[config.mk]
export PLATFORM = sky130hd
export DESIGN_NAME = mcalu_top
export DESIGN_NICKNAME = d
export VERILOG_FILES = /design/src/mcalu_pkg.sv /design/src/mcalu_top.sv /design/src/mcalu_retire.sv /design/src/mcalu_fp_convert.sv /design/src/mcalu_int_mul.sv
export VERILOG_INCLUDE_DIRS = /design/src /design/src/include
export SDC_FILE = /design/constraint.sdc
export NUM_CORES = 1
export LEC_CHECK = 0
export ABC_CLOCK_PERIOD_IN_PS = 5800
export BUFFER_PORTS_ARGS = -buffer_cell sky130_fd_sc_hd__buf_2
export CELL_PAD_IN_SITES_DETAIL_PLACEMENT = 2
export CELL_PAD_IN_SITES_GLOBAL_PLACEMENT = 2
export CORE_UTILIZATION = 45
export CTS_BUF_LIST = sky130_fd_sc_hd__clkbuf_16
export CTS_CLUSTER_DIAMETER = 40
export CTS_CLUSTER_SIZE = 8
export DETAILED_ROUTE_END_ITERATION = 12
export MAX_ROUTING_LAYER = met4
export PLACE_DENSITY_LB_ADDON = 0.15
export SLEW_MARGIN = 15
export SYNTH_ARGS = -nofsm -noshare
export SYNTH_HDL_FRONTEND = slang
export SYNTH_SLANG_ARGS = --single-unit
[constraint.sdc]
create_clock -name clk_i -period 5.8 [get_ports clk_i]
set_clock_uncertainty 0.1 [all_clocks]
set_input_delay 0.29 -clock clk_i [delete_from_list [all_inputs] [get_ports clk_i]]
set_output_delay 0.29 -clock clk_i [all_outputs]
set_load 0.01 [all_outputs]
[src/include/mcalu_macros.svh]
`ifndef MCALU_MACROS_SVH
`define MCALU_MACROS_SVH

// ==========================================================================
// Latencies of the two execution units
// ==========================================================================

// Edges from the issue edge in the retire FSM to the multiplier valid
`define MCALU_MUL_LAT 8

// Edges from the issue edge in the retire FSM to the converter valid
`define MCALU_CVT_LAT 7

// ==========================================================================
// Widths
// ==========================================================================

// Half-word operand and result width
`define MCALU_DATA_W 16

// Thread tag width, so up to sixteen threads can be told apart
`define MCALU_TID_W 4

`endif
[src/mcalu_pkg.sv]
`include "mcalu_macros.svh"

package mcalu_pkg;

	// ======================================================================
	// Data and tag words
	// ======================================================================

	// One operand or result word, either an integer or an IEEE half
	typedef logic [`MCALU_DATA_W-1:0] half_value_t;

	// Thread tag that travels with an operation and comes back with it
	typedef logic [`MCALU_TID_W-1:0] tid_t;

	// ======================================================================
	// Opcodes
	// ======================================================================

	// The first three go to the multiplier, the next three to the converter
	// Codes 6 and 7 are illegal and are answered at once with a zero result
	typedef enum logic [2:0] {
		OP_MUL    = 3'd0,
		OP_MULH   = 3'd1,
		OP_MULI   = 3'd2,
		OP_I2F    = 3'd3,
		OP_F2I    = 3'd4,
		OP_FTRUNC = 3'd5
	} alu_op_e;

endpackage

[src/mcalu_top.sv]
`timescale 1ns/1ps

module mcalu_top import mcalu_pkg::*; (
	input  logic        clk_i,
	input  logic        arst_n_i,
	input  logic        req_i,
	input  alu_op_e     op_i,
	input  half_value_t a_i,
	input  half_value_t b_i,
	input  half_value_t imm_i,
	input  tid_t        tid_i,
	output logic        ack_o,
	output half_value_t result_o,
	output tid_t        tid_o
);

	// Issue pulses from the FSM and results back from the two units
	logic        mul_issue, cvt_issue;
	logic        mul_valid, cvt_valid;
	half_value_t mul_result, cvt_result;

	// ======================================================================
	// Execution units
	// ======================================================================

	// Operands come straight from the ports, the handshake keeps them stable
	mcalu_int_mul u_int_mul (
		.clk_i    (clk_i),
		.arst_n_i (arst_n_i),
		.issue_i  (mul_issue),
		.op_i     (op_i),
		.a_i      (a_i),
		.b_i      (b_i),
		.imm_i    (imm_i),
		.valid_o  (mul_valid),
		.result_o (mul_result)
	);

	mcalu_fp_convert u_fp_convert (
		.clk_i    (clk_i),
		.arst_n_i (arst_n_i),
		.issue_i  (cvt_issue),
		.op_i     (op_i),
		.a_i      (a_i),
		.valid_o  (cvt_valid),
		.result_o (cvt_result)
	);

	// ======================================================================
	// Handshake and retire
	// ======================================================================

	mcalu_retire u_retire (
		.clk_i        (clk_i),
		.arst_n_i     (arst_n_i),
		.req_i        (req_i),
		.op_i         (op_i),
		.tid_i        (tid_i),
		.mul_valid_i  (mul_valid),
		.cvt_valid_i  (cvt_valid),
		.mul_result_i (mul_result),
		.cvt_result_i (cvt_result),
		.mul_issue_o  (mul_issue),
		.cvt_issue_o  (cvt_issue),
		.ack_o        (ack_o),
		.result_o     (result_o),
		.tid_o        (tid_o)
	);

endmodule

[src/mcalu_retire.sv]
`timescale 1ns/1ps

module mcalu_retire import mcalu_pkg::*; (
	input  logic        clk_i,
	input  logic        arst_n_i,
	input  logic        req_i,
	input  alu_op_e     op_i,
	input  tid_t        tid_i,
	input  logic        mul_valid_i,
	input  logic        cvt_valid_i,
	input  half_value_t mul_result_i,
	input  half_value_t cvt_result_i,
	output logic        mul_issue_o,
	output logic        cvt_issue_o,
	output logic        ack_o,
	output half_value_t result_o,
	output tid_t        tid_o
);

	typedef enum logic [1:0] {
		IDLE = 2'd0,
		WAIT = 2'd1,
		ACK  = 2'd2
	} state_e;

	state_e state_q;

	// Set when the operation in flight went to the converter
	logic wait_cvt_q;

	logic        is_mul, is_cvt;
	logic        done;
	half_value_t unit_result;

	// ======================================================================
	// Opcode class and result selection
	// ======================================================================

	assign is_mul = op_i inside {OP_MUL, OP_MULH, OP_MULI};
	assign is_cvt = op_i inside {OP_I2F, OP_F2I, OP_FTRUNC};

	// Only the unit that got the issue pulse is listened to
	assign done        = wait_cvt_q ? cvt_valid_i : mul_valid_i;
	assign unit_result = wait_cvt_q ? cvt_result_i : mul_result_i;

	// ======================================================================
	// Handshake FSM
	// ======================================================================

	always_ff @(posedge clk_i or negedge arst_n_i) begin
		if (!arst_n_i) begin
			state_q     <= IDLE;
			wait_cvt_q  <= 1'b0;
			mul_issue_o <= 1'b0;
			cvt_issue_o <= 1'b0;
			ack_o       <= 1'b0;
			result_o    <= '0;
			tid_o       <= '0;
		end else begin
			// Issue pulses last one cycle unless set again below
			mul_issue_o <= 1'b0;
			cvt_issue_o <= 1'b0;
			case (state_q)
				IDLE: begin
					if (req_i && is_mul) begin
						mul_issue_o <= 1'b1;
						wait_cvt_q  <= 1'b0;
						state_q     <= WAIT;
					end else if (req_i && is_cvt) begin
						cvt_issue_o <= 1'b1;
						wait_cvt_q  <= 1'b1;
						state_q     <= WAIT;
					end else if (req_i) begin
						// Illegal code, answered on the next edge with zero
						result_o <= '0;
						tid_o    <= tid_i;
						ack_o    <= 1'b1;
						state_q  <= ACK;
					end
				end
				WAIT: begin
					// The tag is still held by the owner, so it is taken here
					if (done) begin
						result_o <= unit_result;
						tid_o    <= tid_i;
						ack_o    <= 1'b1;
						state_q  <= ACK;
					end
				end
				ACK: begin
					if (!req_i) begin
						ack_o   <= 1'b0;
						state_q <= IDLE;
					end
				end
				default: begin
					state_q <= IDLE;
				end
			endcase
		end
	end

endmodule

[src/mcalu_fp_convert.sv]
`timescale 1ns/1ps

`include "mcalu_macros.svh"

module mcalu_fp_convert import mcalu_pkg::*; (
	input  logic        clk_i,
	input  logic        arst_n_i,
	input  logic        issue_i,
	input  alu_op_e     op_i,
	input  half_value_t a_i,
	output logic        valid_o,
	output half_value_t result_o
);

	// Four working stages, the rest of the latency is balance registers
	localparam int BAL = `MCALU_CVT_LAT - 4;

	// Valid bits of the four working stages and of the balance chain
	logic           u_vld, n_vld, r_vld, p_vld;
	logic [BAL-1:0] bal_vld;

	// Unpack stage
	alu_op_e     u_op;
	logic        u_sign;
	half_value_t u_mag;
	logic [4:0]  u_exp;
	logic [10:0] u_frac;

	// Normalize and shift stage
	logic [3:0]  lead;
	half_value_t n_val_d, n_val;
	logic [4:0]  n_exp_d, n_exp;
	logic        n_sat_d, n_sat, n_nan_d, n_nan;
	alu_op_e     n_op;
	logic        n_sign, n_zero;

	// Round and saturate stage
	logic        round_up;
	logic [10:0] rnd_man;
	half_value_t r_int_d, r_int;
	alu_op_e     r_op;
	logic        r_sign, r_zero;
	logic [4:0]  r_exp;
	logic [9:0]  r_man;

	// Pack stage and balance chain
	half_value_t p_res_d, p_res;
	half_value_t bal_res [BAL];

	// Index of the highest set bit, zero for a zero word
	function automatic logic [3:0] msb_index(input half_value_t v);
		logic [3:0] idx;
		idx = 4'd0;
		for (int i = 0; i < 16; i++) begin
			if (v[i]) begin
				idx = 4'(i);
			end
		end
		return idx;
	endfunction

	// ======================================================================
	// Normalize or shift
	// ======================================================================

	always_comb begin
		lead    = msb_index(u_mag);
		n_val_d = '0;
		n_exp_d = '0;
		n_sat_d = 1'b0;
		n_nan_d = 1'b0;
		case (u_op)
			// Move the leading one up to bit 15, its position gives the exponent
			OP_I2F: begin
				n_val_d = u_mag << (4'd15 - lead);
				n_exp_d = 5'd15 + 5'(lead);
			end
			// Exponent 25 means the 11-bit significand is already an integer
			OP_F2I: begin
				n_nan_d = (u_exp == 5'd31) && (u_frac[9:0] != 10'd0);
				n_sat_d = (u_exp >= 5'd30);
				if (u_exp >= 5'd25) begin
					n_val_d = 16'(u_frac) << (u_exp - 5'd25);
				end else if (u_exp >= 5'd15) begin
					n_val_d = 16'(u_frac) >> (5'd25 - u_exp);
				end
			end
			// Clear the fraction bits below the binary point, keep the sign
			OP_FTRUNC: begin
				if (u_exp < 5'd15) begin
					n_val_d = {u_sign, 15'd0};
				end else if (u_exp >= 5'd25) begin
					n_val_d = {u_sign, u_exp, u_frac[9:0]};
				end else begin
					n_val_d = {u_sign, u_exp, u_frac[9:0] & (10'h3FF << (5'd25 - u_exp))};
				end
			end
			default: begin
				n_val_d = '0;
			end
		endcase
	end

	// ======================================================================
	// Round or saturate
	// ======================================================================

	// Nearest even, guard is bit 4 and bits 3 to 0 are sticky
	assign round_up = n_val[4] & ((|n_val[3:0]) | n_val[5]);
	assign rnd_man  = {1'b0, n_val[14:5]} + 11'(round_up);

	always_comb begin
		if (n_op != OP_F2I) begin
			r_int_d = n_val;
		end else if (n_nan) begin
			r_int_d = '0;
		end else if (n_sat) begin
			r_int_d = n_sign ? 16'h8000 : 16'h7FFF;
		end else begin
			r_int_d = n_sign ? -n_val : n_val;
		end
	end

	// ======================================================================
	// Pack
	// ======================================================================

	// An exponent of 31 after rounding means the value went past 65504
	always_comb begin
		if (r_op != OP_I2F) begin
			p_res_d = r_int;
		end else if (r_zero) begin
			p_res_d = '0;
		end else if (r_exp == 5'd31) begin
			p_res_d = {r_sign, 5'd31, 10'd0};
		end else begin
			p_res_d = {r_sign, r_exp, r_man};
		end
	end

	// ======================================================================
	// Pipeline registers
	// ======================================================================

	always_ff @(posedge clk_i or negedge arst_n_i) begin
		if (!arst_n_i) begin
			u_vld   <= 1'b0;
			n_vld   <= 1'b0;
			r_vld   <= 1'b0;
			p_vld   <= 1'b0;
			bal_vld <= '0;
		end else begin
			u_vld   <= issue_i;
			n_vld   <= u_vld;
			r_vld   <= n_vld;
			p_vld   <= r_vld;
			bal_vld <= {bal_vld[BAL-2:0], p_vld};
		end
	end

	always_ff @(posedge clk_i) begin
		// Unpack, the integer magnitude of 8000 stays 8000
		u_op   <= op_i;
		u_sign <= a_i[15];
		u_mag  <= a_i[15] ? -a_i : a_i;
		u_exp  <= a_i[14:10];
		u_frac <= {|a_i[14:10], a_i[9:0]};
		n_op   <= u_op;
		n_sign <= u_sign;
		n_zero <= (u_mag == '0);
		n_val  <= n_val_d;
		n_exp  <= n_exp_d;
		n_sat  <= n_sat_d;
		n_nan  <= n_nan_d;
		// A carry out of the mantissa bumps the exponent and leaves zeros
		r_op   <= n_op;
		r_sign <= n_sign;
		r_zero <= n_zero;
		r_exp  <= n_exp + 5'(rnd_man[10]);
		r_man  <= rnd_man[9:0];
		r_int  <= r_int_d;
		p_res  <= p_res_d;
		bal_res[0] <= p_res;
		for (int i = 1; i < BAL; i++) begin
			bal_res[i] <= bal_res[i-1];
		end
	end

	assign valid_o  = bal_vld[BAL-1];
	assign result_o = bal_res[BAL-1];

endmodule

[src/mcalu_int_mul.sv]
`timescale 1ns/1ps

`include "mcalu_macros.svh"

module mcalu_int_mul import mcalu_pkg::*; (
	input  logic        clk_i,
	input  logic        arst_n_i,
	input  logic        issue_i,
	input  alu_op_e     op_i,
	input  half_value_t a_i,
	input  half_value_t b_i,
	input  half_value_t imm_i,
	output logic        valid_o,
	output half_value_t result_o
);

	localparam int LAT = `MCALU_MUL_LAT;

	// Second factor, the immediate for MULI and b otherwise
	half_value_t        mul_b;
	logic signed [31:0] product;
	half_value_t        sel;

	// Delay line, entry 0 is loaded on the edge that samples issue_i
	logic [LAT-1:0] vld_q;
	half_value_t    res_q [LAT];

	// ======================================================================
	// Product and half selection
	// ======================================================================

	assign mul_b   = (op_i == OP_MULI) ? imm_i : b_i;
	assign product = $signed(a_i) * $signed(mul_b);

	// MULH keeps the upper half of the signed product, the others the lower
	always_comb begin
		if (op_i == OP_MULH) begin
			sel = product[31:16];
		end else begin
			sel = product[15:0];
		end
	end

	// ======================================================================
	// Delay line
	// ======================================================================

	// Valid bits are control state and come out of reset clear
	always_ff @(posedge clk_i or negedge arst_n_i) begin
		if (!arst_n_i) begin
			vld_q <= '0;
		end else begin
			vld_q <= {vld_q[LAT-2:0], issue_i};
		end
	end

	// Product words shift along with their valid bits
	always_ff @(posedge clk_i) begin
		res_q[0] <= sel;
		for (int i = 1; i < LAT; i++) begin
			res_q[i] <= res_q[i-1];
		end
	end

	assign valid_o  = vld_q[LAT-1];
	assign result_o = res_q[LAT-1];

endmodule

==> results.py, run 1 <==
metrics = {
    "clocking": {
        "htreeDepth": 2,
        "clock_tree.buffer_depth": 3,
        "ctsRootBufferMaster": "sky130_fd_sc_hd__clkbuf_16",
        "clock-sinks": 332,
        "cts_buffers": 51,
    },
    "floorplanning": {
        "io_count": 79,
        "start_util": 0.455,
        "placement_rows": 80,
        "die-height_um": 221,
        "dieWidth_um": 221,
    },
    "yosys": {
        "synthCells": 2179,
        "netlist.top_cell.by_area": "sky130_fd_sc_hd__dfxtp_1",
        "synth_area_um2": 21700,
        "ys_warn_count": 0,
        "asyncSetResetFlopFracSynth": 0.123,
        "synth-seq-area-share": 0.316,
        "synth.avg_cell_area_um2": 9.94,
        "synth_ff_type": "sky130_fd_sc_hd__dfxtp_1",
        "synth_cell_types": 83,
        "synth_cell_count_leaders": "320 x sky130_fd_sc_hd__inv_1, 291 x sky130_fd_sc_hd__dfxtp_1, 262 x sky130_fd_sc_hd__fa_1, 215 x sky130_fd_sc_hd__nand2_1, 98 x sky130_fd_sc_hd__ha_1",
        "edff_count_synth": 0,
        "ys_top_cells_by_area": "sky130_fd_sc_hd__dfxtp_1 27%, sky130_fd_sc_hd__fa_1 24%, sky130_fd_sc_hd__ha_1 5.7%",
        "post-synth-top-area-fraction": 0.269,
        "yosys_register_bits": 332,
        "synthMostInstantiatedCell": "sky130_fd_sc_hd__inv_1",
        "syn_nets": 2597,
    },
    "sta": {
        "worst_endpoint_kind": "register data pin",
        "globalroute.repair_timing.worst_endpoint": "u_int_mul.res_q[0][14]$_DFF_P_/D",
    },
    "global_routing": {
        "grt_usage": 0.670,
        "grt_max_degree": 42,
        "overflow_after_grt": 63,
    },
    "outcome": {
        "stop_stage": "global routing",
        "status": "did not finish",
        "error_line": "[ERROR GRT-0232] Routing congestion too high. Check the congestion heatmap in the GUI.",
    },
    "place": {
        "numPortBuffers": 78,
        "hpwlAfterDp_mm": 66.4,
        "place_congestion": 0.916,
        "placed_cells_incl_taps": 2980,
    },
}
cells by family after synthesis:
group / after synthesis / synth area share
xor gates and xnor gates: 65 / 0.0266
adders and majority gates: 360 / 0.299
and+or+nand+nor: 577 / 0.132
DFF: 332 / 0.316
AOI/OAI and AO/OA: 336 / 0.106
buffers and inverters: 423 / 0.0744
muxes: 86 / 0.0460
metal layers:
layer  overflow  global-route usage
met5          -                   -
met1          0               0.653
met4         32               0.670
met3          1               0.381
met2         30               0.911
what timing repair did:
action	in CTS
endpoints found under the setup margin	16
buffers inserted	28
gates cloned	3
hold buffers	10
hold endpoints to repair	50
gates resized for setup	178
pin swaps	98
through the flow:
stage / setup WS, ps / cell area, µm²
2_1_floorplan: -782 / 21800
3_5_place_dp: -1660 / 24200
3_3_place_gp: -1130 / 24200
4_1_cts: -831 / 26700
==> run 2: changes to the inputs <==
CELL_PAD_IN_SITES_DETAIL_PLACEMENT = default   (was 2)
CELL_PAD_IN_SITES_GLOBAL_PLACEMENT = default   (was 2)
CORE_UTILIZATION = 40   (was 45)
CTS_BUF_LIST = default   (was sky130_fd_sc_hd__clkbuf_16)
CTS_CLUSTER_DIAMETER = default   (was 40)
CTS_CLUSTER_SIZE = default   (was 8)
MAX_ROUTING_LAYER = default   (was met4)
==> results.py, run 2 <==
metrics = {
    "critical_path": {
        "crit_type": "in2reg",
        "max_stage_delay_ps": 550,
        "worst_r2r_endpoint": "u_fp_convert.n_val[14]",
        "startpoint_of_the_worst_register_to_register_path": "u_fp_convert.u_exp[0]",
        "cp_data_arrival_time_ps": 6640,
        "critical-path-slowest-cell": "sky130_fd_sc_hd__fa_1",
        "critical_path.endpoint_type": "register",
        "worstSetupStartpoint": "op_i[2]",
        "worstSetupStartpointType": "primary input",
        "crit_path_max_fanout": 6,
        "cpMostUsedCell": "sky130_fd_sc_hd__fa_1",
        "worst_r2r_path_depth": 10,
        "setup_slack_of_the_most_critical_reg_to_reg_path_ps": 2070,
        "cp.required_ps": 6140,
    },
    "final_layout": {
        "regArea_um2": 6850,
        "layout_commonest_cell": "sky130_fd_sc_hd__inv_1",
        "drive_above_1_share": 0.219,
        "final_net_count": 2847,
        "area_growth_syn_to_layout_pct": 21.4,
        "most-common-layout-cells": "306 x sky130_fd_sc_hd__inv_1, 291 x sky130_fd_sc_hd__dfxtp_1, 244 x sky130_fd_sc_hd__fa_1",
        "finish.utilization": 0.495,
        "layoutNonFillerInstCount": 3145,
        "multi_input_area_um2": 13800,
        "filler_cell_count": 4902,
        "largestRegisters": "u_int_mul.res_q x128, u_fp_convert.bal_res x48",
        "largest_register_ffs": 128,
        "regMostFlops": "u_int_mul.res_q",
    },
    "route": {
        "drt-pass1-iter-count": 5,
        "drt_iter0_markers": 729,
        "post_drt_wl_per_cell_um": 17.8,
        "routed_via_density": 5.01,
        "num_vias": 15766,
        "detail_route.drc_violations": 0,
        "antenna_left": 0,
        "postRouteWirelength_mm": 56.0,
    },
    "yosys": {
        "synthCells": 2179,
        "syn_nets": 2597,
        "synth_area_um2": 21700,
        "post-synth-top-area-fraction": 0.269,
        "ys_top_cells_by_area": "sky130_fd_sc_hd__dfxtp_1 27%, sky130_fd_sc_hd__fa_1 24%, sky130_fd_sc_hd__ha_1 5.7%",
        "edff_count_synth": 0,
        "asyncSetResetFlopFracSynth": 0.123,
        "ys_warn_count": 0,
        "synth-seq-area-share": 0.316,
        "synthMostInstantiatedCell": "sky130_fd_sc_hd__inv_1",
        "yosys_register_bits": 332,
        "synth_cell_count_leaders": "320 x sky130_fd_sc_hd__inv_1, 291 x sky130_fd_sc_hd__dfxtp_1, 262 x sky130_fd_sc_hd__fa_1, 215 x sky130_fd_sc_hd__nand2_1, 98 x sky130_fd_sc_hd__ha_1",
        "synth.avg_cell_area_um2": 9.94,
        "netlist.top_cell.by_area": "sky130_fd_sc_hd__dfxtp_1",
        "synth_cell_types": 83,
        "synth_ff_type": "sky130_fd_sc_hd__dfxtp_1",
    },
    "place": {
        "place_congestion": 0.894,
        "hpwlAfterDp_mm": 44.8,
        "place_worst_setup_slack_ps": -1130,
        "numPortBuffers": 78,
        "placed_cells_incl_taps": 3039,
    },
    "clocking": {
        "htreeDepth": 1,
        "clkTransAtPathRegs_ps": 60,
        "clkLatencyLatePin_ps": 580,
        "ctsRootBufferMaster": "sky130_fd_sc_hd__clkbuf_16",
        "clock_tree.buffer_depth": 3,
        "clock-sinks": 332,
        "tritoncts": "built",
        "cts_buffers": 31,
    },
    "floorplanning": {
        "die-area_um2": 55100,
        "placement_rows": 84,
        "start_util": 0.408,
        "die-height_um": 235,
        "floorplan.core_area_um2": 53100,
        "dieWidth_um": 235,
        "io_count": 79,
    },
    "sta": {
        "setup_ws_ps": -493,
        "final.period_utilization": 1.08,
        "report.final.slew_viol_count": 0,
        "timing.final.crit_period_ps": 6290,
        "max_slew_headroom": 0.324,
        "setup_violations": 16,
        "max_freq_mhz": 159,
        "worst-slew-pin-transition_ps": 1010,
        "timing.final.hold_violations": 0,
        "setup_total_negative_slack_ps": -4870,
        "rsz0062_at_grt": "true",
    },
    "global_routing": {
        "grt_first_pass_wirelength_mm": 91.6,
        "grt_usage": 0.209,
        "overflow_after_grt": 0,
        "number_of_antenna_violations_at_the_first_check_in_global_routing": 4,
        "number_of_global_route_vias_before_repair": 16967,
        "grt_max_degree": 42,
    },
    "worst_hold_path": {
        "worstHoldPathType": "in2reg",
        "hold_path.startpoint": "a_i[4]",
        "timing.hold.worst_path_depth": 2,
        "hold_path_end": "u_fp_convert.u_frac[4]",
    },
    "outcome": {
        "failed_checks": "negative setup slack",
        "status": "finished with violations",
    },
    "run": {
        "drv_cap": 0,
    },
}
## run 2: cell counts after synthesis
Identical to the previous run, type by type.
## run 2: repair_timing
action | in CTS | in global routing
resized for setup | 123 | 46
hold buffers | 11 | 0
setup buffers | 30 | 4
hold endpoints to repair | 56 | 0
gates cloned | 1 | 0
endpoints found under the setup margin | 16 | 16
pin swaps | 67 | 45
## run 2: worst max-delay path: cells and delay by family
kind            cells  cell delay (ps)
xor+xnor            1              140
mux                 1              240
buf+inv            12             1210
simple gates        5              720
compound gates      4              780
fa+ha+maj           7             3230
## run 2: kinds of logic (layout without fill, tap and decap cells)
| group | count (synthesis) | count (layout) | share of synthesized area |
|---|---|---|---|
| other | 0 | 3 | 0 |
| adders and majority gates | 360 | 360 | 0.299 |
| muxes | 86 | 86 | 0.0460 |
| AOI/OAI and AO/OA | 336 | 336 | 0.106 |
| DFF | 332 | 332 | 0.316 |
| and+or+nand+nor | 577 | 577 | 0.132 |
| xor gates and xnor gates | 65 | 65 | 0.0266 |
| buffers and inverters | 423 | 698 | 0.0744 |
## run 2: layer usage
metal,GRT usage,vias up,part of all wire
li1,-,7548,-
met2,0.373,314,0.50
met5,0,-,0.00018
met4,0.0668,2,0.028
met3,0.0180,93,0.034
met1,0.265,7809,0.43
## run 2: worst max path at each step
stage / end / cells after the start / slack [ps]
finish: u_int_mul.res_q[0][15] / 30 / -490
global route: u_int_mul.res_q[0][14] / 30 / -640
CTS: u_int_mul.res_q[0][15] / 28 / -400
detailed placement: u_int_mul.res_q[0][15] / 26 / -1130
global placement: u_int_mul.res_q[0][2] / 25 / -1100
floorplan: u_int_mul.res_q[0][15] / 24 / -780
## run 2: through the flow
step	area [µm²]	hold slack (ps)
2_1_floorplan	21800	-106
3_3_place_gp	24100	210
3_5_place_dp	24100	212
4_1_cts	26100	10.8
5_1_grt	26300	15.7
6_report	26300	25.3
## run 2: final cells by class
type                            instances  share of cell area
Antenna cell                            3            0.000286
Clock buffer                           42              0.0338
Clock inverter                         16             0.00652
Inverter                              324              0.0463
Multi-Input combinational cell       1424               0.526
Sequential cell                       332               0.261
Tap cell                              688              0.0327
Timing Repair Buffer                  316              0.0936
Power of run 2 is not shown: default switching activity piles up to over one toggle a cycle in this logic, so the estimate is an artifact.
